===== src/hw/bus_pkg.sv =====
// Register bus structs, address map, status word layout and executor credit sizing
package bus_pkg;

    typedef logic [9:0]  bus_addr_t;           // Word address
    typedef logic [31:0] bus_data_t;           // Bus word
    typedef logic [2:0]  credit_t;             // Executor credit counter

    typedef struct packed {
        logic      valid;                      // Transfer requested
        logic      write;                      // 1 write, 0 read
        bus_addr_t addr;
        bus_data_t wdata;
    } bus_req_t;

    typedef struct packed {
        logic      rvalid;                     // Read data valid
        bus_data_t rdata;
    } bus_rsp_t;

    // ------------------------------------------------------------
    // Address map
    localparam bus_addr_t PUSH_ADDR   = 10'h000; // Command word push
    localparam bus_addr_t CTRL_ADDR   = 10'h001; // Control pulses
    localparam bus_addr_t STATUS_ADDR = 10'h002; // Read-only status
    localparam bus_addr_t DBG_BASE    = 10'h100; // 2 words per slot

    localparam int CTRL_COMMIT  = 0;           // Close the list
    localparam int CTRL_START   = 1;           // Run the sequencer
    localparam int CTRL_CLR_ERR = 2;           // Drop the error flag

    typedef struct packed {
        logic [20:0] rsvd;                     // Reads as zero
        logic        error;                    // Bit 10
        logic        busy;                     // Bit 9
        logic        committed;                // Bit 8
        logic [7:0]  count;                    // Bits 7..0
    } status_t;

    localparam credit_t EXEC_CREDITS = 3'd4;   // Credits held after reset

endpackage


===== src/hw/cmd_pkg.sv =====
// Command format, opcodes, memory sizing and memory-port structs shared by the buffer RTL
package cmd_pkg;

    localparam int CMD_DEPTH = 128;            // Command slots in the store

    typedef logic [6:0] cmd_idx_t;             // Slot index
    typedef logic [7:0] cmd_cnt_t;             // Command count, 0 to CMD_DEPTH

    typedef enum logic [1:0] {
        OP_WRITE = 2'd0,                       // Plain write, legal list terminator
        OP_RWM   = 2'd1,                       // Read-modify-write
        OP_RSVD2 = 2'd2,                       // Reserved, rejected by loader
        OP_RSVD3 = 2'd3                        // Reserved, rejected by loader
    } cmd_op_e;

    // 64-bit command, second bus word on top and data word in the middle
    typedef struct packed {
        logic [29:0] target_addr;              // Bits 63..34
        logic [31:0] data;                     // Bits 33..2
        cmd_op_e     op;                       // Bits 1..0
    } cmd_t;

    typedef struct packed {
        logic     valid;                       // Request present
        logic     write;                       // 1 write, 0 read
        cmd_idx_t idx;                         // Slot
        cmd_t     wdata;                       // Write payload
    } mem_req_t;

    typedef struct packed {
        logic rvalid;                          // Read data valid
        cmd_t rdata;                           // Read payload
    } mem_rsp_t;

endpackage


===== src/hw/cmd_debug_reader.sv =====
// Debug read-back, fetches one stored command through the arbiter and returns one 32-bit half
module cmd_debug_reader (
    input  logic               clk,
    input  logic               rst_n,
    input  logic               dbg_req,
    input  cmd_pkg::cmd_idx_t  dbg_idx,
    input  logic               dbg_half,
    output cmd_pkg::mem_req_t  mem_req,
    input  logic               mem_gnt,
    input  cmd_pkg::mem_rsp_t  mem_rsp,
    output logic               dbg_done,
    output bus_pkg::bus_data_t dbg_data
);
    import cmd_pkg::*;

    logic     pending;                         // Asking for the memory
    logic     waiting;                         // Granted, data due next cycle
    cmd_idx_t idx_q;
    logic     half_q;

    assign mem_req  = '{valid: pending, write: 1'b0, idx: idx_q, wdata: '0};
    assign dbg_done = waiting && mem_rsp.rvalid;
    assign dbg_data = half_q ? mem_rsp.rdata[63:32] : mem_rsp.rdata[31:0];

    always_ff @(posedge clk or negedge rst_n) begin
        if (!rst_n) begin
            pending <= 1'b0;
            waiting <= 1'b0;
        end else begin
            if (dbg_req) pending <= 1'b1;
            if (pending && mem_gnt) begin
                pending <= 1'b0;
                waiting <= 1'b1;
            end
            if (dbg_done) waiting <= 1'b0;
        end
    end

    always_ff @(posedge clk) begin
        if (dbg_req) begin
            idx_q  <= dbg_idx;
            half_q <= dbg_half;
        end
    end

endmodule


===== config.mk =====
export PLATFORM = sky130hd
export DESIGN_NAME = cmd_debug_reader
export DESIGN_NICKNAME = d
export VERILOG_FILES = /design/src/hw/bus_pkg.sv /design/src/hw/cmd_pkg.sv /design/src/hw/cmd_debug_reader.sv
export SDC_FILE = /design/constraint.sdc
export NUM_CORES = 1
export LEC_CHECK = 0
export BUFFER_PORTS_ARGS = -buffer_cell sky130_fd_sc_hd__buf_4
export CORE_ASPECT_RATIO = 1.25
export CORE_MARGIN = 4
export CORE_UTILIZATION = 29
export CTS_CLUSTER_DIAMETER = 50
export DETAILED_ROUTE_END_ITERATION = 8
export GPL_TIMING_DRIVEN = 1
export PLACE_DENSITY = 0.83
export REMOVE_ABC_BUFFERS = 1
export SLEW_MARGIN = 20
export SYNTH_ARGS = -nofsm -noshare
export SYNTH_HDL_FRONTEND = slang
export SYNTH_SLANG_ARGS = --single-unit

===== constraint.sdc =====
create_clock -name clk -period 1.2 [get_ports clk]
set_clock_uncertainty 0.1 [all_clocks]
set_input_delay 0.24 -clock clk [delete_from_list [all_inputs] [get_ports clk]]
set_output_delay 0.24 -clock clk [all_outputs]
set_load 0.05 [all_outputs]

==> impl_metrics.yaml <==
yosys:
  synth_compound_gate_area_share_pct: 0
  synthAdderAreaFrac_pct: 0
  synth-edff-count: 8
  ys.warnings.count: 0
  ys_ff_latch: 10
  yosys_most_used_dff: "edfxtp_1"
  synth_area_mm2: 0.00137
  yosys-top-cells-count: "buf_4 (66), mux2_4 (30), edfxtp_1 (8)"
  synth_cell_type_count: 12
  post_synth_xor_area_fraction_pct: 0
  post_synth_inst_count: 118
  synth_seq_area_share_pct: 21.2
  ys_top_cells_by_area: "buf_4 (36%), mux2_4 (33%), edfxtp_1 (18%), buf_12 (4.4%), dfrtp_1 (3.7%)"
  synth.largest_area_cell: "buf_4"
  synth.mux.area_fraction_pct: 36.0
  postSynth.asyncResetShare_pct: 20.0
  main_combinational_cell_family_by_area_after_synthesis: "buffers and inverters"
  synth_most_common_cell: "buf_4"
  simple_gate_share_of_the_synthesized_area_pct: 0.732
  synthesis.area_per_instance_um2: 11.6
  synthDominantCellAreaShare_pct: 36.2
die:
  initial_core_util_pct: 30.4
  fp.dieW_um: 69.4
  core_area_mm2: 0.00449
  die_area_mm2: 0.00589
  count_of_standard_cell_rows: 27
  io-pin-count: 183
  die_height_um: 84.8
placed_design:
  buffer_ports.inserted: 117
  gpl.final_weighted_congestion: 0.791
  detailed_place_hpwl_mm: 3.36
  placed_cells_incl_taps: 289
setup_path:
  worstPathArrival_ps: 1370
  path_buf_inv: 2
  r2r_slack_ps: 260
  crit_required_ps: 860
  critical_path.reg2reg.endpoint: "waiting"
  max_stage_delay_ps: 440
  critical_path.max_fanout: 23
  crit_path_start_kind: "flip-flop"
  timing.reg2reg.worst_path_depth: 3
  critical_path.slowest_cell: "edfxtp_1"
  worstPathCellList: "buf_12 > mux2_4 > buf_6"
  worst_r2r_startpoint: "waiting"
  setup.worst_path.end_class: "output port"
  timing.critical_path.max_delay_family: "flip-flops"
  timing.setup.critical_path_class: "reg -> out"
min_path:
  hold-path-cell-count: 1
  whs_endpoint: "idx_q[6]"
  hp-start: "dbg_idx[6]"
  min_path_type: "in -> reg"
cells_and_area:
  area_growth_syn_to_layout_pct: 63.7
  fillers: 419
  final_non_filler_cells: 296
  layout.nets: 316
  utilization_pct: 49.8
  drive_above_1_share_pct: 66.0
  num_antenna_cells: 0
global_routing:
  grt_usage_pct: 11.4
  pin_count_of_the_biggest_net_entering_global_routing: 24
  grt_antenna_before_repair: 0
  grt_first_pass_wirelength_mm: 5.50
  vias_in_the_first_global_route: 1047
  gr-total-overflow: 0
sta:
  drv_slew: 0
  setup-tns-final_ps: -15510
  fin_ws_ps: -509
  fmaxAchievable_mhz: 585
  finalCritPeriodShare_pct: 142
  finalWorstPathRequiredPeriod_ps: 1710
  finalHoldViolations: 0
  rsz0062_at_grt: "yes"
  setup_viol_count_final: 33
route:
  drt.antenna.violating_nets: 0
  post-route-drc-count: 0
  drt_first_iter_violations: 30
  viasPerCell: 3.52
  drt_pass1_iterations: 2
  wirelength_mm: 3.80
  detail_route.wl_per_cell_um: 12.8
  via_count: 1043
pwr:
  totalPowerFinal_w: 0.00242
  power.leakage_nw: 1.26
  p_per_area_mw_per_mm2: 1080
  vdd_drop_max_mv: 0.833
status:
  status: "finished with violations"
  failing_checks: "negative setup slack"
job:
  maxCapViolCount: 0
clock_network:
  cts_buffer_depth: 2
  cts_htree_levels: 1
  cts_root_buf: "clkbuf_8"
  clk_pin_slew_worst_paths_ps: 50
  cts.sinks: 10
  numCtsBuffers: 3
  clock_tree_from_tritoncts: "built"
  clock_latency_ps: 230
-- area by class of cell --
cell class	instances	area [um^2]	share of cell area [%]
Clock inverter	1	3.75	0.168
Tap cell	58	72.6	3.24
Multi-Input combinational cell	101	757	33.8
Timing Repair Buffer	122	1070	47.8
Inverter	1	3.75	0.168
Sequential cell	10	290	13.0
Clock buffer	3	41.3	1.84
-- registers in the layout, indices dropped and copies added (netlist names) --
name     count
half_q       1
idx_q        7
pending      1
waiting      1
-- power breakdown --
group          internal [W]  switching, W
Combinational      0.000568       0.00108
Clock              0.000224      0.000127
Sequential         0.000409     0.0000146
-- cell usage in the layout, fill, tap and decap left out --
cell type,n
and2_4,1
dfrtp_1,2
mux2i_1,2
buf_6,33
conb_1,65
buf_8,2
inv_1,1
nand2_1,1
buf_12,1
buf_4,85
mux2_4,32
clkinv_1,1
dlygate4sd3_1,1
edfxtp_1,8
clkbuf_8,3
-- logic make-up after synthesis --
logic type             count (synthesis)
buffers and inverters                 71
muxes                                 34
other                                  1
and+or+nand+nor                        2
DFF                                   10
-- stage by stage --
| step | instance area (um^2) | worst slack (ps) | hold WS, ps |
|---|---|---|---|
| after floorplan | 1040 | -1020 | -156 |
| after global placement | 2020 | -296 | -76.8 |
| after detailed placement | 2020 | -311 | -74.7 |
| after CTS | 2190 | -542 | 73.0 |
| after global routing | 2240 | -557 | 72.4 |
| final | 2240 | -509 | 80.4 |
-- routing by layer --
metal  vias up  wire, um  track usage, %
met1       471      1130            11.3
met2        71      2220            21.7
met3         2       431            4.31
met4         0        23            3.91
li1        499         -               -
met5         -         0               0
-- timing repair --
action,4_1_cts,5_1_grt
setup endpoints to repair,33,34
hold buffers,1,0
buffers inserted,1,1
hold endpoints to repair,2,0
pin swaps,1,0
resized for setup,28,12
-- worst max path at each step --
stage | from | cells past startpoint | to
2_1_floorplan | half_q | 1 | dbg_data[29]
3_3_place_gp | half_q | 3 | dbg_data[29]
3_5_place_dp | half_q | 3 | dbg_data[29]
4_1_cts | half_q | 3 | dbg_data[26]
5_1_grt | half_q | 3 | dbg_data[29]
6_report | half_q | 3 | dbg_data[29]
No activity file was read; power rests on OpenSTA's default activity.
