$ cat src/hw/cmd_pkg.sv
// Command format, opcodes, memory sizing and memory-port structs shared by the buffer RTL
package cmd_pkg;

    localparam int CMD_DEPTH = 128;            // Command slots in the store

    typedef logic [6:0] cmd_idx_t;             // Slot index
    typedef logic [7:0] cmd_cnt_t;             // Command count, 0 to CMD_DEPTH

    typedef enum logic [1:0] {
        OP_WRITE = 2'd0,                       // Plain write, legal list terminator
        OP_RWM   = 2'd1,                       // Read-modify-write
        OP_RSVD2 = 2'd2,                       // Reserved, rejected by loader
        OP_RSVD3 = 2'd3                        // Reserved, rejected by loader
    } cmd_op_e;

    // 64-bit command, second bus word on top and data word in the middle
    typedef struct packed {
        logic [29:0] target_addr;              // Bits 63..34
        logic [31:0] data;                     // Bits 33..2
        cmd_op_e     op;                       // Bits 1..0
    } cmd_t;

    typedef struct packed {
        logic     valid;                       // Request present
        logic     write;                       // 1 write, 0 read
        cmd_idx_t idx;                         // Slot
        cmd_t     wdata;                       // Write payload
    } mem_req_t;

    typedef struct packed {
        logic rvalid;                          // Read data valid
        cmd_t rdata;                           // Read payload
    } mem_rsp_t;

endpackage

$ cat src/hw/cmd_mem_arbiter.sv
// Round-robin arbiter giving loader, debug reader and sequencer turns on the single memory port
module cmd_mem_arbiter (
    input  logic              clk,
    input  logic              rst_n,
    input  cmd_pkg::mem_req_t req_load,
    input  cmd_pkg::mem_req_t req_dbg,
    input  cmd_pkg::mem_req_t req_seq,
    output logic              gnt_load,
    output logic              gnt_dbg,
    output logic              gnt_seq,
    output cmd_pkg::mem_rsp_t rsp_load,
    output cmd_pkg::mem_rsp_t rsp_dbg,
    output cmd_pkg::mem_rsp_t rsp_seq,
    output cmd_pkg::mem_req_t store_req,
    input  cmd_pkg::mem_rsp_t store_rsp
);
    import cmd_pkg::*;

    mem_req_t   reqs [3];                      // 0 load, 1 debug, 2 sequencer
    logic [2:0] gnt;
    logic [2:0] last_gnt;                      // Owner of the read now returning
    logic [1:0] ptr;                           // Highest-priority requester
    logic [1:0] winner;
    logic [1:0] cand;
    logic [2:0] sum;

    assign reqs[0] = req_load;
    assign reqs[1] = req_dbg;
    assign reqs[2] = req_seq;

    // Scan from lowest priority up so the nearest valid requester wins
    always_comb begin
        gnt    = '0;
        winner = ptr;
        cand   = ptr;
        sum    = '0;
        for (int i = 2; i >= 0; i--) begin
            sum  = {1'b0, ptr} + 3'(i);
            cand = (sum >= 3'd3) ? 2'(sum - 3'd3) : sum[1:0];
            if (reqs[cand].valid) winner = cand;
        end
        if (req_load.valid || req_dbg.valid || req_seq.valid) gnt[winner] = 1'b1;
    end

    assign {gnt_seq, gnt_dbg, gnt_load} = gnt;
    assign store_req = (gnt != '0) ? reqs[winner] : '0;

    assign rsp_load = '{rvalid: store_rsp.rvalid && last_gnt[0], rdata: store_rsp.rdata};
    assign rsp_dbg  = '{rvalid: store_rsp.rvalid && last_gnt[1], rdata: store_rsp.rdata};
    assign rsp_seq  = '{rvalid: store_rsp.rvalid && last_gnt[2], rdata: store_rsp.rdata};

    always_ff @(posedge clk or negedge rst_n) begin
        if (!rst_n) begin
            ptr      <= '0;
            last_gnt <= '0;
        end else begin
            last_gnt <= gnt;
            if (gnt != '0) ptr <= (winner == 2'd2) ? 2'd0 : winner + 2'd1; // Rotate past winner
        end
    end

    // Read data from the store always has exactly one owner to steer to
    a_rsp_owner: assert property (@(posedge clk) disable iff (!rst_n)
        store_rsp.rvalid |-> $onehot(last_gnt));

endmodule

$ cat config.mk
export PLATFORM = sky130hd
export DESIGN_NAME = cmd_mem_arbiter
export DESIGN_NICKNAME = d
export VERILOG_FILES = /design/src/hw/cmd_pkg.sv /design/src/hw/cmd_mem_arbiter.sv
export SDC_FILE = /design/constraint.sdc
export NUM_CORES = 1
export LEC_CHECK = 0
export ABC_AREA = 1
export BUFFER_PORTS_ARGS = -buffer_cell sky130_fd_sc_hd__clkbuf_2
export CAP_MARGIN = 5
export CORE_AREA = 2 2 214 216
export CTS_CLUSTER_SIZE = 25
export DETAILED_ROUTE_END_ITERATION = 8
export DIE_AREA = 0 0 216 218
export GPL_TIMING_DRIVEN = 0
export PLACE_DENSITY = 0.34
export SETUP_SLACK_MARGIN = 0.4
export SKIP_CTS_REPAIR_TIMING = 1
export SLEW_MARGIN = 20
export SYNTH_ARGS = -nofsm -noshare
export SYNTH_HDL_FRONTEND = slang
export SYNTH_SLANG_ARGS = --single-unit
$ cat constraint.sdc
create_clock -name clk -period 2.6 [get_ports clk]
set_input_delay 0.52 -clock clk [delete_from_list [all_inputs] [get_ports clk]]
set_output_delay 0.52 -clock clk [all_outputs]
set_load 0.005 [all_outputs]
==> out/qor.tcl <==
set qor(clock_tree.root_cell) {sky130_fd_sc_hd__clkbuf_16}
set qor(detail_route.wl_per_cell_um) 15.8
set qor(crit_fanout) 10
set qor(cts.reportedPaths.clkPinSlew_ps) 30
set qor(detail_route.vias_per_cell) 3.57
set qor(cp_cell_sequence) {buf_4 -> ha_4 -> buf_4 -> o21ai_1 -> nand3_1 -> nand2_1 -> inv_2 -> nand2_4 -> nand2_8 -> nor2_4 -> nor2_4 -> buf_12 -> buf_4 -> buf_4 -> a21oi_1 -> clkbuf_2}
set qor(timing.final.hold_violations) 0
set qor(final-setup-viol-count) 76
set qor(worstSetupEndpointType) {output port}
set qor(remaining_routing_drc_violations) 0
set qor(antenna_diode_count) 0
set qor(die-area_um2) 47100
set qor(grt_start_max_net_pins) 11
set qor(initial_utilization_pct) 10.2
set qor(ys.warnings.count) 0
set qor(power.density_cell_area_nw_per_um2) 1450
set qor(total_leakage_power_nw) 5.49
set qor(clock_skew_ps) 1.52
set qor(reg2reg_setup_slack_ps) 500
set qor(synth_nets) 1128
set qor(rows) 78
set qor(synth_edf_count) 0
set qor(dr.pass1.iters) 6
set qor(final.min_clock_period_ps) 3060
set qor(finalWeightedCongestion) 0.820
set qor(worstSetupPathType) {flip-flop to output port}
set qor(hold_class) {primary input to async pin}
set qor(detailedPlacementHpwl_um) 25900
set qor(timing.critical_path.mode_cell) {sky130_fd_sc_hd__buf_4}
set qor(cp_slowest_cell) {sky130_fd_sc_hd__dfrtp_1}
set qor(grt_usage_pct) 11.5
set qor(violations_in_the_final_reports) {negative setup slack}
set qor(vdd.ir_drop.worst_mv) 0.469
set qor(yosys-top-cells-area) {sky130_fd_sc_hd__buf_4 (32%), sky130_fd_sc_hd__nand3_1 (17%), sky130_fd_sc_hd__inv_1 (12%)}
set qor(status) {finished with violations}
set qor(yosysTopAreaCell) {sky130_fd_sc_hd__buf_4}
set qor(clock_tree.buffer_depth) 2
set qor(grt_first_pass_wirelength_um) 41100
set qor(drt-total-wl_um) 31100
set qor(yosys_most_used_dff) {sky130_fd_sc_hd__dfrtp_1}
set qor(worst_slew_margin_rel_pct) 40.5
set qor(grt_setup_unrepaired) {true}
set qor(syn-cell-area_um2) 4600
set qor(timing.critical_path.required_ps) 2080
set qor(cts_made_buffers) 3
set qor(detailroute.via_count) 7009
set qor(seq_area_frac_synth_pct) 2.72
set qor(core_area_um2) 44900
set qor(layout-drive-gt1-share_pct) 64.9
set qor(grt_antenna_before_repair) 0
set qor(synthesis.area_per_instance_um2) 5.48
set qor(synth.distinct_cells) 21
set qor(port_buffers) 492
set qor(total_power_mw) 13.3
set qor(pin_count) 557
set qor(most_frequent_cells_after_synthesis) {sky130_fd_sc_hd__buf_4 (194), sky130_fd_sc_hd__nand3_1 (158), sky130_fd_sc_hd__inv_1 (153)}
set qor(yosysMostFrequentCell) {sky130_fd_sc_hd__buf_4}
set qor(worst_slew_pin_slew_ps) 886
set qor(synth-seq-cells) 5
set qor(f_max_mhz) 326
set qor(worstReg2RegEnd) {ptr[0]}
set qor(critPathMaxStageDelay_ps) 380
set qor(setup_ws_ps) -463
set qor(startpoint_type) {flip-flop}
set qor(crit_share_post_route_pct) 118
set qor(worst_slack_after_detailed_placement_ps) -850
set qor(die_outline_width_um) 216
set qor(regToRegStartpoint) {ptr[1]}
set qor(total_count_of_max_transition_violations_in_the_final_report) 0
set qor(timing.critical_path.arrival_ps) 2540
set qor(fin_setup_tns_ps) -24610
set qor(gr-total-overflow) 0
set qor(tritoncts) {built}
set qor(synthDominantCellAreaShare_pct) 31.7
set qor(worstRegToRegCells) 15
set qor(detail-route-antenna-nets) 0
set qor(synthArstFlopShare_pct) 100
set qor(maxCapViolCount) 0
set qor(die_h_um) 218
set qor(vias_in_the_first_global_route) 6556
set qor(drt_first_iter_violations) 226
set qor(htreeDepth) 1
set qor(layout-area-overhead-vs-synth_pct) 99.1
set qor(synthesis.instances) 839
set qor(num-nets-final) 1654
set qor(clkLatencyLatePin_ps) 230
set qor(cts_sinks) 5
-- final cells by class --
type	count	area [um^2]
fillers	5281	35700
repair buffers	521	2850
multi-input cells	418	2610
plain buffers	255	2130
well taps	600	751
inverters	161	619
flip-flops and latches	5	125
clock buffers	4	78.8
-- through the flow --
step	util (%)	area, um^2	hold WS (ps)	instances
after floorplan	-	4750	224	839
after global placement	17.7	7960	340	1931
after detailed placement	17.7	7960	345	1931
after CTS	17.9	8040	112	1935
after global routing	20.4	9160	118	1964
final	20.4	9160	111	1964
-- sequential cells by signal, summed over array words and instances, names as in the netlist --
register,flops
last_gnt,3
ptr,2
-- layer usage --
| metal | vias to the layer above | wire length (um) | track usage [%] |
|---|---|---|---|
| met2 | 292 | 16200 | 21.6 |
| met3 | 13 | 2160 | 2.01 |
| met4 | 0 | 246 | 1.07 |
| met5 | - | 0 | 0 |
| li1 | 3551 | - | - |
| met1 | 3153 | 12500 | 14.1 |
-- worst max-delay path, delay by kind of cell (launching register included) --
kind / cells / cell delay [ps]
buffers and inverters: 7 / 910
adder cells (fa/ha/maj): 1 / 180
flip-flops: 1 / 380
AO/OA/AOI/OAI: 2 / 230
AND/OR/NAND/NOR: 6 / 580
-- cells by family (layout without fill, tap and decap cells) --
family	Yosys count	after routing	synth area share, %
adder cells (fa/ha/maj)	3	3	0.816
buffers and inverters	416	941	51.8
AND/OR/NAND/NOR	337	337	36.1
AO/OA/AOI/OAI	78	78	8.54
flip-flops	5	5	2.72
-- layout by cell type (no fill, tap or decap), types with 5 or more instances in the layout --
master / Yosys / layout
sky130_fd_sc_hd__clkbuf_2: 0 / 472
sky130_fd_sc_hd__inv_1: 153 / 150
sky130_fd_sc_hd__nand4_1: 72 / 72
sky130_fd_sc_hd__nand3_2: 0 / 28
sky130_fd_sc_hd__dfrtp_1: 5 / 5
sky130_fd_sc_hd__inv_2: 8 / 9
sky130_fd_sc_hd__a21oi_1: 73 / 19
sky130_fd_sc_hd__buf_6: 7 / 21
sky130_fd_sc_hd__clkbuf_16: 0 / 8
sky130_fd_sc_hd__buf_4: 194 / 220
sky130_fd_sc_hd__clkbuf_1: 16 / 5
sky130_fd_sc_hd__buf_12: 0 / 18
sky130_fd_sc_hd__nand2_1: 99 / 93
sky130_fd_sc_hd__buf_2: 33 / 26
sky130_fd_sc_hd__a21oi_2: 0 / 50
sky130_fd_sc_hd__nand3_1: 158 / 126
-- worst max-delay path by stage --
stage,startpoint,end,slack (ps),cells after the start
2_1_floorplan,ptr[0],store_req[0],320,15
3_3_place_gp,ptr[0],store_req[28],-850,15
3_5_place_dp,ptr[0],store_req[26],-850,15
4_1_cts,ptr[0],store_req[26],-1110,15
5_1_grt,ptr[1],store_req[26],-580,14
6_report,ptr[0],store_req[50],-460,16
-- report_power, final --
part	internal [mW]	leakage (nW)	total, mW	switching (mW)
Sequential	0.116	0.0626	0.136	0.0200
Clock	0.203	0.0382	0.252	0.0493
Combinational	5.89	5.39	12.9	7.05
(Power assumes the default switching activity.)
