===== src/hw/bus_pkg.sv =====
// Register bus structs, address map, status word layout and executor credit sizing
package bus_pkg;

    typedef logic [9:0]  bus_addr_t;           // Word address
    typedef logic [31:0] bus_data_t;           // Bus word
    typedef logic [2:0]  credit_t;             // Executor credit counter

    typedef struct packed {
        logic      valid;                      // Transfer requested
        logic      write;                      // 1 write, 0 read
        bus_addr_t addr;
        bus_data_t wdata;
    } bus_req_t;

    typedef struct packed {
        logic      rvalid;                     // Read data valid
        bus_data_t rdata;
    } bus_rsp_t;

    // ------------------------------------------------------------
    // Address map
    localparam bus_addr_t PUSH_ADDR   = 10'h000; // Command word push
    localparam bus_addr_t CTRL_ADDR   = 10'h001; // Control pulses
    localparam bus_addr_t STATUS_ADDR = 10'h002; // Read-only status
    localparam bus_addr_t DBG_BASE    = 10'h100; // 2 words per slot

    localparam int CTRL_COMMIT  = 0;           // Close the list
    localparam int CTRL_START   = 1;           // Run the sequencer
    localparam int CTRL_CLR_ERR = 2;           // Drop the error flag

    typedef struct packed {
        logic [20:0] rsvd;                     // Reads as zero
        logic        error;                    // Bit 10
        logic        busy;                     // Bit 9
        logic        committed;                // Bit 8
        logic [7:0]  count;                    // Bits 7..0
    } status_t;

    localparam credit_t EXEC_CREDITS = 3'd4;   // Credits held after reset

endpackage


===== src/hw/cmd_pkg.sv =====
// Command format, opcodes, memory sizing and memory-port structs shared by the buffer RTL
package cmd_pkg;

    localparam int CMD_DEPTH = 128;            // Command slots in the store

    typedef logic [6:0] cmd_idx_t;             // Slot index
    typedef logic [7:0] cmd_cnt_t;             // Command count, 0 to CMD_DEPTH

    typedef enum logic [1:0] {
        OP_WRITE = 2'd0,                       // Plain write, legal list terminator
        OP_RWM   = 2'd1,                       // Read-modify-write
        OP_RSVD2 = 2'd2,                       // Reserved, rejected by loader
        OP_RSVD3 = 2'd3                        // Reserved, rejected by loader
    } cmd_op_e;

    // 64-bit command, second bus word on top and data word in the middle
    typedef struct packed {
        logic [29:0] target_addr;              // Bits 63..34
        logic [31:0] data;                     // Bits 33..2
        cmd_op_e     op;                       // Bits 1..0
    } cmd_t;

    typedef struct packed {
        logic     valid;                       // Request present
        logic     write;                       // 1 write, 0 read
        cmd_idx_t idx;                         // Slot
        cmd_t     wdata;                       // Write payload
    } mem_req_t;

    typedef struct packed {
        logic rvalid;                          // Read data valid
        cmd_t rdata;                           // Read payload
    } mem_rsp_t;

endpackage


===== src/hw/cmd_sequencer.sv =====
// Walks the committed list in order and issues each command to the executor under credit control
module cmd_sequencer (
    input  logic              clk,
    input  logic              rst_n,
    input  logic              start,
    input  logic              committed,
    input  cmd_pkg::cmd_cnt_t count,
    output cmd_pkg::mem_req_t mem_req,
    input  logic              mem_gnt,
    input  cmd_pkg::mem_rsp_t mem_rsp,
    output logic              exec_valid,
    output cmd_pkg::cmd_t     exec_cmd,
    input  logic              credit_return,
    output logic              busy
);
    import cmd_pkg::*;
    import bus_pkg::*;

    typedef enum logic [1:0] {IDLE, FETCH, WAIT_DATA, ISSUE} state_e;

    state_e   state;
    cmd_cnt_t idx_q;                           // Next slot to run
    cmd_t     cmd_q;                           // Fetched command
    credit_t  credits;

    assign mem_req    = '{valid: state == FETCH, write: 1'b0, idx: idx_q[6:0], wdata: '0};
    assign exec_valid = (state == ISSUE) && (credits != '0); // Waits on zero credits
    assign exec_cmd   = cmd_q;
    assign busy       = state != IDLE;

    // ------------------------------------------------------------
    // Fetch and issue FSM
    always_ff @(posedge clk or negedge rst_n) begin
        if (!rst_n) begin
            state <= IDLE;
            idx_q <= '0;
        end else begin
            case (state)
                IDLE: begin
                    if (start && committed) begin
                        idx_q <= '0;
                        state <= FETCH;
                    end
                end
                FETCH:     if (mem_gnt) state <= WAIT_DATA;
                WAIT_DATA: if (mem_rsp.rvalid) state <= ISSUE;
                ISSUE: begin
                    if (exec_valid) begin
                        idx_q <= idx_q + 8'd1;
                        state <= (idx_q + 8'd1 == count) ? IDLE : FETCH; // Last slot ends run
                    end
                end
                default: state <= IDLE;
            endcase
        end
    end

    always_ff @(posedge clk) begin
        if (state == WAIT_DATA && mem_rsp.rvalid) cmd_q <= mem_rsp.rdata;
    end

    // Spend on issue and refill on return
    always_ff @(posedge clk or negedge rst_n) begin
        if (!rst_n) begin
            credits <= EXEC_CREDITS;
        end else begin
            credits <= credits - credit_t'(exec_valid) + credit_t'(credit_return);
        end
    end

    // Every issue is followed by a fresh fetch, never back to back
    a_issue_spacing: assert property (@(posedge clk) disable iff (!rst_n)
        exec_valid |=> !exec_valid);
    a_no_extra_credit: assert property (@(posedge clk) disable iff (!rst_n)
        credit_return |-> credits != EXEC_CREDITS);

endmodule


===== config.mk =====
export PLATFORM = sky130hd
export DESIGN_NAME = cmd_sequencer
export DESIGN_NICKNAME = d
export VERILOG_FILES = /design/src/hw/bus_pkg.sv /design/src/hw/cmd_pkg.sv /design/src/hw/cmd_sequencer.sv
export SDC_FILE = /design/constraint.sdc
export NUM_CORES = 1
export LEC_CHECK = 0
export CORE_MARGIN = 3
export CORE_UTILIZATION = 30
export CTS_CLUSTER_DIAMETER = 40
export DETAILED_ROUTE_END_ITERATION = 10
export DONT_BUFFER_PORTS = 1
export PLACE_DENSITY = 0.4
export SYNTH_ARGS = -nofsm -noshare
export SYNTH_HDL_FRONTEND = slang
export SYNTH_SLANG_ARGS = --single-unit

===== constraint.sdc =====
create_clock -name clk -period 7.2 [get_ports clk]
set_clock_uncertainty 0.1 [all_clocks]
set_input_delay 1.44 -clock clk [delete_from_list [all_inputs] [get_ports clk]]
set_output_delay 1.44 -clock clk [all_outputs]
set_load 0.05 [all_outputs]

==> metrics list <==
- The final max-slew violation count was 0.
* Crit share post-route: 0.412
- Worst Path Class, Setup: reg2out
- Pin count of the biggest net entering global routing: 65
- Top_reg_cell synth: edfxtp_1
* Start point of the critical path: state[0]$_DFFE_PN0P_
- For this run, the top clock speed supported by timing is 337 MHz.
- Net Sw Power: 0.000672 W
- Starting density of the core: 0.313
- The cell sitting at the root of the clock tree is a clkbuf_16.
* Buffering stage count on the worst path with inverters included: 2
- Die area: 0.0128 mm²
- Post-CTS Setup Inserts: 0
* Number of DRC violations after detailed routing: 0
- In this design, the stage delay of the slowest critical-path cell is 380 ps.
- Of the cells placed in the final design, the portion with a size suffix greater than 1 is 0.104.
- For the worst-skew pair, the clock arrives at the later sink with an insertion delay of 330 ps.
* Post-Syn Area: 0.00346 mm²
* Nets: 334
- Hold-fix buffers at CTS: 0
* Post-route setup TNS: 0 ps
- Count of instances resized after the clock tree is built: 0
* Static leakage: 1.34 nW
* Global router's overall resource usage: 0.0988
- Of the synthesized area, sequential elements account for 0.650.
- Routability congestion estimate from global placement: 0.689
- The hold violation total from the final report came to 0.
- Number of enable flip-flop cells after synthesis: 64
* Growth of design area from synthesis to finish: 4.38%
* Final period demand of the worst path: 2970 ps
* TritonCTS clock tree: built
- Via density: 4.18
* Async set-or-reset flop fraction in the synthesized netlist: 0.169
* Number of cells in the design after placement: 375
- Part of the total power dissipated in combinational logic: 0.213
* Number of cells on the worst reg-to-reg path: 5
- In this run the power density over the cells is 440 mW/mm².
- The count of nets left with antenna violations once routing finished came out at 0.
* Iteration-0 DRC Markers: 101
- Measured against the total synthesized area, the mux share comes to 0.00326.
* Dominant combinational cell family by area after synthesis: buffers and inverters
- The run finished with clean final reports.
- Worst hold slack: 409 ps
- Xor/xnor share of the synthesized area: 0.0329
* Max Cap Viol: 0
- Clk buf depth: 2
* Detailed-route wire length: 6.83 mm
- CTS built an H-tree with a depth of 3.
- Via count of the first global-routing pass: 1,516
* TritonCTS buffer count: 9
- The share of total power dissipated in sequential elements is 0.522.
* Worst-path fanout max: 6
* Port bufs: 0
- Setup slack on the critical path of the routed design comes to 4230 ps.
* Vertical die dimension: 113 µm
- Core box area: 0.0110 mm²
* Adder-cell share of the synthesized area: 0.0347
- Data arrival time of the critical path: 1430 ps
- Global routing finished with a remaining overflow of 0.
- Data required time of the critical path: 5660 ps
- The tightest min-delay check is of the reg2reg type.
- The clock drives 77 sinks.
* Worst slew pin tran: 805 ps
- The cell count after synthesis came out at 245.
* End point of the critical path: busy
* Average wire length per cell after detail routing: 17.5 µm
* Kind of cell adding the most delay to the critical path: buffers and inverters
* Element type at the critical path start: flip-flop
* Via count of the routed design: 1,634
- Clock transition at the registers of the reported paths: 60 ps
- In this run the critical register-to-register path is launched from idx_q[0]$_DFFE_PN0P_.
- The worst-case IR drop observed on VDD is 0.177 mV.
- Share of total power in the clock network: 0.265
* Switching share of power: 0.423
- Of the total synthesized cell area, the portion taken by AND, OR, NAND and NOR gates is 0.0590.
- At the placement stage, the worst setup path has a slack of 4450 ps.
- In this run the mean area of a mapped cell was 14.1 µm².
- Walking the worst path, the cells encountered are inv_1, ha_1, inv_1.
- Register-to-register setup slack: 4840 ps
- After legalization and detailed placement, the total HPWL measured 5.39 mm.
- The first global-routing pass estimated 9.41 mm of wire.
- Number of antenna violations at the first check in global routing: 1
- Setup repair after global routing left no endpoint under its margin.
* Type of element capturing the critical path: output pin
- Overall power consumption after layout is estimated at 0.00159 W.
- IO Pins: 218
- Antenna diode instance count: 0
- Library cells used by synthesis: 33
- Ys Warns: 0
* R2R Path End: state[0]$_DFFE_PN0P_
* Internal power consumption: 0.000916 W
- The complex-gate fraction of the synthesized area is 0.0492.
* Num rows: 38
- Highest-delay cell along the critical path: dfrtp_1
- CP most frequent cell: inv_1
- Layout filler cell count: 1,110
- Total of flip-flops plus latches after synthesis: 77
- The count of cells in the finished layout, fillers not included, comes to 391.
- Number of detailed-routing iterations run before antenna repair: 4
- CP Depth: 3
* Worst-case headroom to the max-slew limit: 0.463
- Setup Viol. Count Final: 0
* Width of the chip: 113 µm
-- cell families (layout without fill, tap and decap cells) --
logic type / Yosys count / in the layout
flip-flops: 77 / 77
other: 1 / 65
adder cells (fa/ha/maj): 9 / 9
buffers and inverters: 83 / 25
AND/OR/NAND/NOR: 36 / 36
multiplexers: 1 / 1
AO/OA/AOI/OAI: 25 / 25
XOR/XNOR: 13 / 13
-- cells in the final DEF (no fill, tap or decap), drive strengths merged --
cell type,synthesis,routed
conb,1,65
edfxtp,64,64
dfrtp,12,12
o21ai,12,12
inv,8,12
nor2,10,10
xnor2,9,9
clkbuf,0,9
ha,8,8
nand2,6,6
nand2b,5,5
xor2,4,4
nand3,4,4
o41ai,4,4
nor2b,3,3
o31ai,2,2
a31oi,2,2
a21oi,2,2
clkinvlp,0,2
and2,2,2
nor4b,2,2
o31a,1,1
a21boi,1,1
nand4,1,1
or4,1,1
nor4,1,1
a2111oi,1,1
or3,1,1
mux2,1,1
fa,1,1
clkinv,0,1
dfstp,1,1
buf,75,1
-- stage by stage --
stage	area, µm²	util
after global placement	3330	0.301
after floorplan	3700	-
after detailed placement	3330	0.301
after global routing	3610	0.327
after CTS	3610	0.327
final	3610	0.327
-- state kept, by name, summed over array words and instances, names as in the netlist --
signal / cells
credits: 3
exec_cmd: 64
idx_q: 8
state: 2
-- power groups by stage --
stage	Clock (W)	Combinational (W)	Sequential, W
global placement	0	0.000344	0.000840
finish	0.000422	0.000338	0.000829
detailed placement	0	0.000345	0.000840
global route	0.000457	0.000376	0.000839
floorplan	0	0.000360	0.000794
CTS	0.000442	0.000344	0.000831
-- Yosys cell counts (2+ instances only) --
cell type,number,share of area
dfrtp_1,12,0.087
o21ai_1,2,0.0029
a21oi_1,2,0.0029
buf_2,3,0.0043
ha_1,8,0.029
xnor2_1,9,0.023
o31ai_1,2,0.0043
nor2b_1,3,0.0054
edfxtp_1,64,0.56
nor2_1,10,0.011
o41ai_1,4,0.010
nand2b_1,5,0.0090
nand3_1,4,0.0058
nand2_1,6,0.0065
buf_4,72,0.16
and2_1,2,0.0036
o21ai_0,10,0.014
inv_1,8,0.0087
a31oi_1,2,0.0036
xor2_1,4,0.010
-- final cells by class --
cell class              instances  area [µm²]  area share
inverters                       8        30.0     0.00832
clock buffers                   9         225      0.0624
clock inverters                 7        57.6      0.0160
repair buffers                  1        7.51     0.00208
flip-flops and latches         77        2250       0.623
multi-input cells             149         865       0.240
well taps                     140         175      0.0485
-- how the worst min path moves through the flow --
| stage | startpoint | end | slack, ps | cells past startpoint |
|---|---|---|---|---|
| after global placement | credits[2]$_DFF_PN1_ | credits[2]$_DFF_PN1_ | 400 | 1 |
| after CTS | idx_q[7]$_DFFE_PN0P_ | idx_q[7]$_DFFE_PN0P_ | 410 | 1 |
| after global routing | credits[2]$_DFF_PN1_ | credits[2]$_DFF_PN1_ | 410 | 1 |
| final | credits[2]$_DFF_PN1_ | credits[2]$_DFF_PN1_ | 410 | 1 |
| after floorplan | idx_q[7]$_DFFE_PN0P_ | idx_q[7]$_DFFE_PN0P_ | 370 | 1 |
| after detailed placement | idx_q[7]$_DFFE_PN0P_ | idx_q[7]$_DFFE_PN0P_ | 400 | 1 |
-- per-layer routing --
metal  vias to the layer above  GRT usage  routed length (µm)
met5                         -          0                  20
met2                       118      0.158                3390
met4                         2     0.0361                  89
met3                        11     0.0620                 841
met1                       781      0.107                2490
li1                        722          -                   -
(Power assumes the default switching activity.)
