$ cat config.mk
export PLATFORM = sky130hd
export DESIGN_NAME = cmd_loader
export DESIGN_NICKNAME = d
export VERILOG_FILES = /design/src/hw/bus_pkg.sv /design/src/hw/cmd_pkg.sv /design/src/hw/cmd_loader.sv
export SDC_FILE = /design/constraint.sdc
export NUM_CORES = 1
export LEC_CHECK = 0
export ABC_AREA = 0
export BUFFER_PORTS_ARGS = -buffer_cell sky130_fd_sc_hd__buf_4
export CAP_MARGIN = 25
export CORE_UTILIZATION = 49
export DETAILED_ROUTE_END_ITERATION = 7
export HOLD_SLACK_MARGIN = 0.02
export PLACE_DENSITY = 0.88
export SLEW_MARGIN = 20
export SYNTH_ARGS = -nofsm -noshare
export SYNTH_HDL_FRONTEND = slang
export SYNTH_SLANG_ARGS = --single-unit
$ cat constraint.sdc
create_clock -name clk -period 6.2 [get_ports clk]
set_input_delay 1.24 -clock clk [delete_from_list [all_inputs] [get_ports clk]]
set_output_delay 1.24 -clock clk [all_outputs]
set_load 0.01 [all_outputs]
$ cat src/hw/bus_pkg.sv
// Register bus structs, address map, status word layout and executor credit sizing
package bus_pkg;

    typedef logic [9:0]  bus_addr_t;           // Word address
    typedef logic [31:0] bus_data_t;           // Bus word
    typedef logic [2:0]  credit_t;             // Executor credit counter

    typedef struct packed {
        logic      valid;                      // Transfer requested
        logic      write;                      // 1 write, 0 read
        bus_addr_t addr;
        bus_data_t wdata;
    } bus_req_t;

    typedef struct packed {
        logic      rvalid;                     // Read data valid
        bus_data_t rdata;
    } bus_rsp_t;

    // ------------------------------------------------------------
    // Address map
    localparam bus_addr_t PUSH_ADDR   = 10'h000; // Command word push
    localparam bus_addr_t CTRL_ADDR   = 10'h001; // Control pulses
    localparam bus_addr_t STATUS_ADDR = 10'h002; // Read-only status
    localparam bus_addr_t DBG_BASE    = 10'h100; // 2 words per slot

    localparam int CTRL_COMMIT  = 0;           // Close the list
    localparam int CTRL_START   = 1;           // Run the sequencer
    localparam int CTRL_CLR_ERR = 2;           // Drop the error flag

    typedef struct packed {
        logic [20:0] rsvd;                     // Reads as zero
        logic        error;                    // Bit 10
        logic        busy;                     // Bit 9
        logic        committed;                // Bit 8
        logic [7:0]  count;                    // Bits 7..0
    } status_t;

    localparam credit_t EXEC_CREDITS = 3'd4;   // Credits held after reset

endpackage

$ cat src/hw/cmd_pkg.sv
// Command format, opcodes, memory sizing and memory-port structs shared by the buffer RTL
package cmd_pkg;

    localparam int CMD_DEPTH = 128;            // Command slots in the store

    typedef logic [6:0] cmd_idx_t;             // Slot index
    typedef logic [7:0] cmd_cnt_t;             // Command count, 0 to CMD_DEPTH

    typedef enum logic [1:0] {
        OP_WRITE = 2'd0,                       // Plain write, legal list terminator
        OP_RWM   = 2'd1,                       // Read-modify-write
        OP_RSVD2 = 2'd2,                       // Reserved, rejected by loader
        OP_RSVD3 = 2'd3                        // Reserved, rejected by loader
    } cmd_op_e;

    // 64-bit command, second bus word on top and data word in the middle
    typedef struct packed {
        logic [29:0] target_addr;              // Bits 63..34
        logic [31:0] data;                     // Bits 33..2
        cmd_op_e     op;                       // Bits 1..0
    } cmd_t;

    typedef struct packed {
        logic     valid;                       // Request present
        logic     write;                       // 1 write, 0 read
        cmd_idx_t idx;                         // Slot
        cmd_t     wdata;                       // Write payload
    } mem_req_t;

    typedef struct packed {
        logic rvalid;                          // Read data valid
        cmd_t rdata;                           // Read payload
    } mem_rsp_t;

endpackage

$ cat src/hw/cmd_loader.sv
// Assembles two-word commands from the bus, checks list order and stores them through the arbiter
module cmd_loader (
    input  logic               clk,
    input  logic               rst_n,
    input  logic               push,
    input  bus_pkg::bus_data_t push_word,
    output logic               push_ready,
    input  logic               commit,
    input  logic               clear_err,
    input  logic               busy,
    output cmd_pkg::mem_req_t  mem_req,
    input  logic               mem_gnt,
    output cmd_pkg::cmd_cnt_t  count,
    output logic               committed,
    output logic               error
);
    import cmd_pkg::*;

    logic        phase;                        // 1 when data word is held
    logic [31:0] data_q;                       // First word of the pending command
    cmd_t        cmd_q;                        // Command waiting for a store grant
    logic        wr_pending;
    cmd_op_e     last_op;                      // Op of the newest stored command
    cmd_op_e     push_op;
    logic        push_bad;

    assign push_op    = cmd_op_e'(push_word[1:0]);
    assign push_bad   = busy || (count == cmd_cnt_t'(CMD_DEPTH)); // Locked or full
    assign push_ready = !wr_pending;

    assign mem_req = '{valid: wr_pending, write: 1'b1, idx: count[6:0], wdata: cmd_q};

    always_ff @(posedge clk or negedge rst_n) begin
        if (!rst_n) begin
            phase      <= 1'b0;
            wr_pending <= 1'b0;
            last_op    <= OP_WRITE;
            count      <= '0;
            committed  <= 1'b0;
            error      <= 1'b0;
        end else begin
            if (clear_err) error <= 1'b0;
            if (wr_pending && mem_gnt) begin   // Slot written, advance
                wr_pending <= 1'b0;
                count      <= count + 8'd1;
            end
            if (push) begin
                if (push_bad) begin
                    error <= 1'b1;             // Word ignored
                end else begin
                    committed <= 1'b0;         // List reopened
                    if (!phase) begin
                        phase <= 1'b1;
                    end else begin
                        phase <= 1'b0;
                        if (push_op inside {OP_RSVD2, OP_RSVD3}) begin
                            error <= 1'b1;     // Pending command dropped
                        end else begin
                            wr_pending <= 1'b1;
                            last_op    <= push_op;
                        end
                    end
                end
            end
            if (commit) begin
                phase <= 1'b0;
                if (count != '0 && last_op == OP_WRITE) begin
                    committed <= 1'b1;
                end else begin
                    count <= '0;               // List discarded
                    error <= 1'b1;
                end
            end
        end
    end

    // Payload registers
    always_ff @(posedge clk) begin
        if (push && !push_bad && !phase) data_q <= push_word;
        if (push && !push_bad && phase) begin
            cmd_q <= '{target_addr: push_word[31:2], data: data_q, op: push_op};
        end
    end

    a_count_max: assert property (@(posedge clk) disable iff (!rst_n)
        count <= cmd_cnt_t'(CMD_DEPTH));

endmodule

==> flow_summary.html <==
<table>
<tr><th>Metric</th><th>Value</th></tr>
<tr><th colspan="2">Status</th></tr>
<tr><td>Status</td><td>finished, final reports clean</td></tr>
<tr><th colspan="2">Clocking</th></tr>
<tr><td>Clock Root Buffer</td><td>clkbuf_8</td></tr>
<tr><td>Number of levels the H-tree was split into</td><td>3</td></tr>
<tr><td>CTS tree</td><td>yes</td></tr>
<tr><td>Number of instances resized during post-cts repair</td><td>0</td></tr>
<tr><td>Number of buffers created by CTS</td><td>9</td></tr>
<tr><td>Number of hold-repair buffers added at the cts stage</td><td>0</td></tr>
<tr><td>Num Clock Sinks</td><td>110</td></tr>
<tr><td>Clock latency on the worst-skew pair</td><td>350 ps</td></tr>
<tr><td>CTS max path bufs</td><td>2</td></tr>
<tr><td>Setup repair bufs after CTS</td><td>0</td></tr>
<tr><td>Clock transition time at the flip-flop clock pins of the worst setup and hold paths</td><td>100 ps</td></tr>
<tr><th colspan="2">Job</th></tr>
<tr><td>Maxcap violations</td><td>0</td></tr>
<tr><th colspan="2">Synthesis</th></tr>
<tr><td>Area fraction of the dominant cell type after synthesis</td><td>0.787</td></tr>
<tr><td>Netlist Area Pre-Place</td><td>3660 um^2</td></tr>
<tr><td>Area share of and/or/nand/nor cells after synthesis</td><td>0.0434</td></tr>
<tr><td>Synth async-reset ratio</td><td>0.127</td></tr>
<tr><td>Combinational family with the most area after synthesis</td><td>simple AND/OR/NAND/NOR gates</td></tr>
<tr><td>Number of flops mapped to enable cells by yosys</td><td>96</td></tr>
<tr><td>Number of warning messages in the yosys log</td><td>0</td></tr>
<tr><td>Predominant post-synthesis flop cell</td><td>edfxtp_1</td></tr>
<tr><td>Leading cell types by total area after synthesis</td><td>edfxtp_1, dfrtp_1, buf_4</td></tr>
<tr><td>Compound-cell area share of the yosys netlist</td><td>0.0195</td></tr>
<tr><td>Average cell area after synthesis</td><td>20.9 um^2</td></tr>
<tr><td>Seq cells post-synth</td><td>110</td></tr>
<tr><td>Adder-Cell Fraction of Synth Area</td><td>0.00683</td></tr>
<tr><td>Sequential fraction of the synthesis area</td><td>0.883</td></tr>
<tr><td>Post-Synthesis Net Count</td><td>216</td></tr>
<tr><td>Synth unique cells</td><td>28</td></tr>
<tr><td>Post-synthesis xor/xnor area fraction</td><td>0.0191</td></tr>
<tr><td>Count of mapped cells out of synthesis</td><td>175</td></tr>
<tr><td>Share of cell area taken by muxes after synthesis</td><td>0.00307</td></tr>
<tr><td>Largest area contributor in the netlist</td><td>edfxtp_1</td></tr>
<tr><th colspan="2">Floorplan</th></tr>
<tr><td>Total I/O pin count</td><td>123</td></tr>
<tr><td>Core Region</td><td>7250 um^2</td></tr>
<tr><td>Die X</td><td>88.5 um</td></tr>
<tr><td>Site row count</td><td>31</td></tr>
<tr><td>Die Y</td><td>88.5 um</td></tr>
<tr><td>Effective utilization at floorplan</td><td>0.505</td></tr>
<tr><td>Total Die Area</td><td>7830 um^2</td></tr>
<tr><th colspan="2">Routing</th></tr>
<tr><td>Starting DRT DRC Count</td><td>89</td></tr>
<tr><td>Average wire per standard cell</td><td>14.5 um</td></tr>
<tr><td>Detail-routed via count per cell</td><td>4.70</td></tr>
<tr><td>Post-detailed-route count of antenna-violating nets</td><td>0</td></tr>
<tr><td>Wire length after detailed routing</td><td>5850 um</td></tr>
<tr><td>Number of vias after detailed routing</td><td>1895</td></tr>
<tr><td>Pre-antenna DRT Iters</td><td>6</td></tr>
<tr><td>DRC Markers</td><td>0</td></tr>
<tr><th colspan="2">Critical path</th></tr>
<tr><td>Setup slack, reg-to-reg</td><td>3690 ps</td></tr>
<tr><td>CP startpoint kind</td><td>input pin</td></tr>
<tr><td>Slowest stage cell, crit path</td><td>buf_4</td></tr>
<tr><td>Reg2reg end</td><td>mem_req[44]</td></tr>
<tr><td>Longest individual stage delay on the worst path</td><td>620 ps</td></tr>
<tr><td>Required @ worst endpoint</td><td>6180 ps</td></tr>
<tr><td>Worst reg2reg startpoint</td><td>count[0]</td></tr>
<tr><td>Worst setup path category</td><td>in2reg</td></tr>
<tr><td>Setup crit end kind</td><td>flop</td></tr>
<tr><td>Cell chain of the critical path</td><td>buf_4 -&gt; inv_1 -&gt; a311o_2 -&gt; nor2_4 -&gt; buf_4</td></tr>
<tr><td>Critical path's most frequent cell</td><td>buf_4</td></tr>
<tr><td>Critical-path maximum fanout</td><td>64</td></tr>
<tr><td>Worst reg2reg path depth</td><td>6</td></tr>
<tr><td>Arrival @ worst endpoint</td><td>2550 ps</td></tr>
<tr><th colspan="2">Finish</th></tr>
<tr><td>Layout overhead on the synthesized area</td><td>31.9%</td></tr>
<tr><td>Net count reported at finish</td><td>340</td></tr>
<tr><td>Total non-filler cell area in the finished layout</td><td>4830 um^2</td></tr>
<tr><td>Fraction of final layout cells sized beyond drive strength 1</td><td>0.470</td></tr>
<tr><td>Fill cells</td><td>476</td></tr>
<tr><td>Utilization after layout</td><td>0.666</td></tr>
<tr><td>Antenna fix cells</td><td>0</td></tr>
<tr><th colspan="2">Global routing</th></tr>
<tr><td>First-pass GRT wire length</td><td>8210 um</td></tr>
<tr><td>Remaining Overflow, GRT</td><td>0</td></tr>
<tr><td>Number of global-route vias before repair</td><td>1664</td></tr>
<tr><td>Antenna violations before repair</td><td>0</td></tr>
<tr><td>Pin count of the biggest net entering global routing</td><td>65</td></tr>
<tr><td>All-layer global routing usage</td><td>0.148</td></tr>
<tr><th colspan="2">Placed design</th></tr>
<tr><td>Routability cong.</td><td>0.788</td></tr>
<tr><td>Cell area after placement</td><td>4650 um^2</td></tr>
<tr><td>Number of input and output port buffers inserted</td><td>121</td></tr>
<tr><td>HPWL after detailed placement</td><td>4090 um</td></tr>
<tr><th colspan="2">Hold path</th></tr>
<tr><td>Hold Crit Depth</td><td>0</td></tr>
<tr><td>Worst Hold Endpoint</td><td>mem_req[31]</td></tr>
<tr><td>Worst min-delay path startpoint</td><td>data_q[29]</td></tr>
<tr><td>Min-delay worst type</td><td>reg2reg</td></tr>
<tr><th colspan="2">Power</th></tr>
<tr><td>Power Dens Cells</td><td>266 nW/um^2</td></tr>
<tr><td>Largest vdd supply drop</td><td>0.118 mV</td></tr>
<tr><td>Reported leakage power</td><td>1.90 nW</td></tr>
<tr><th colspan="2">Timing</th></tr>
<tr><td>Period utilisation layout</td><td>0.413</td></tr>
<tr><td>Number of max-slew violations in the final report</td><td>0</td></tr>
<tr><td>Number of failing setup endpoints in the final timing report</td><td>0</td></tr>
<tr><td>Clock skew after layout</td><td>9.41 ps</td></tr>
<tr><td>Worst slew slack as a fraction of its limit</td><td>0.396</td></tr>
<tr><td>Unrepaired setup endpoints after global routing</td><td>no</td></tr>
<tr><td>Peak clock frequency supported by timing</td><td>0.390 GHz</td></tr>
<tr><td>Slew at the pin closest to its max-slew limit</td><td>904 ps</td></tr>
<tr><td>Setup TNS</td><td>0 ps</td></tr>
<tr><td>Final hold violations</td><td>0</td></tr>
<tr><td>Minimum clock period after layout</td><td>2560 ps</td></tr>
</table>
## power by group
part	switching [mW]	internal (mW)	total (mW)
Combinational	0.0326	0.0323	0.0649
Clock	0.228	0.151	0.379
Sequential	0.00872	0.830	0.839
## layout make-up
| class | instances | area, um^2 | area share |
|---|---|---|---|
| clock buffers | 9 | 124 | 0.0256 |
| clock inverters | 7 | 57.6 | 0.0119 |
| inverters | 6 | 22.5 | 0.00466 |
| multi-input cells | 50 | 355 | 0.0735 |
| flip-flops and latches | 110 | 3230 | 0.669 |
| well taps | 99 | 124 | 0.0256 |
| repair buffers | 122 | 916 | 0.190 |
## worst max-delay path by stage
| stage | start | endpoint | slack [ps] | depth (start not counted) |
|---|---|---|---|---|
| 5_1_grt | count[0] | data_q[20] | 3550 | 5 |
| 6_report | push | mem_req[44] | 3640 | 5 |
| 3_3_place_gp | push | mem_req[16] | 3310 | 5 |
| 4_1_cts | push | mem_req[44] | 3650 | 5 |
| 2_1_floorplan | push | mem_req[0] | 1380 | 3 |
| 3_5_place_dp | push | mem_req[14] | 3270 | 5 |
## cell usage in the layout (no fill, tap or decap), types with 2 or more instances in the layout
| master | synthesis | routed |
|---|---|---|
| and3_1 | 2 | 2 |
| buf_4 | 9 | 122 |
| clkbuf_8 | 0 | 9 |
| clkinv_4 | 0 | 3 |
| dfrtp_1 | 14 | 14 |
| edfxtp_1 | 96 | 96 |
| ha_1 | 2 | 2 |
| inv_1 | 6 | 6 |
| nand2_1 | 5 | 5 |
| nand3_1 | 3 | 3 |
| nand4_1 | 3 | 3 |
| nor2_1 | 11 | 9 |
| nor2_4 | 0 | 2 |
| xnor2_1 | 2 | 2 |
| xor2_1 | 6 | 6 |
## through the flow
stage | total power [mW] | instances | worst slack [ps] | hold WS [ps]
CTS | 1.30 | 403 | 3650 | 425
detailed placement | 0.922 | 387 | 3270 | 405
finish | 1.28 | 403 | 3640 | 419
global placement | 0.919 | 387 | 3310 | 401
floorplan | 0.877 | 175 | 1380 | 400
global route | 1.33 | 403 | 3550 | 434
## synth_stat cells (2+ instances only)
master and instances:
nand3_1 3, xnor2_1 2, ha_1 2, nand2_1 5, xor2_1 6, buf_4 9
inv_1 6, nor2_1 11, dfrtp_1 14, edfxtp_1 96, nand4_1 3, and3_1 2
## critical path: cells and delay by family
| kind | cells | cell delay, ps |
|---|---|---|
| and+or+nand+nor | 1 | 90 |
| buffers and inverters | 3 | 760 |
| AOI/OAI and AO/OA | 1 | 430 |
## flip-flops by register name, indices dropped and copies added (netlist names)
name	flops
count	8
data_q	32
committed	1
phase	1
error	1
wr_pending	1
last_op	2
mem_req	64
## cell families (layout without fill, tap and decap cells)
| logic type | count (synthesis) | count (layout) |
|---|---|---|
| xor+xnor | 8 | 8 |
| flops | 110 | 110 |
| compound gates | 8 | 8 |
| mux | 1 | 1 |
| other cells | 1 | 1 |
| buf+inv | 15 | 144 |
| fa+ha+maj | 2 | 2 |
| simple gates | 30 | 30 |
## per-layer routing
metal | GRT usage | up-vias | wire length, um
met1 | 0.181 | 886 | 2470
met2 | 0.237 | 99 | 2880
met3 | 0.0420 | 12 | 386
li1 | - | 898 | -
met5 | 0 | - | 0
met4 | 0.0850 | 0 | 114
(Power assumes the default switching activity.)
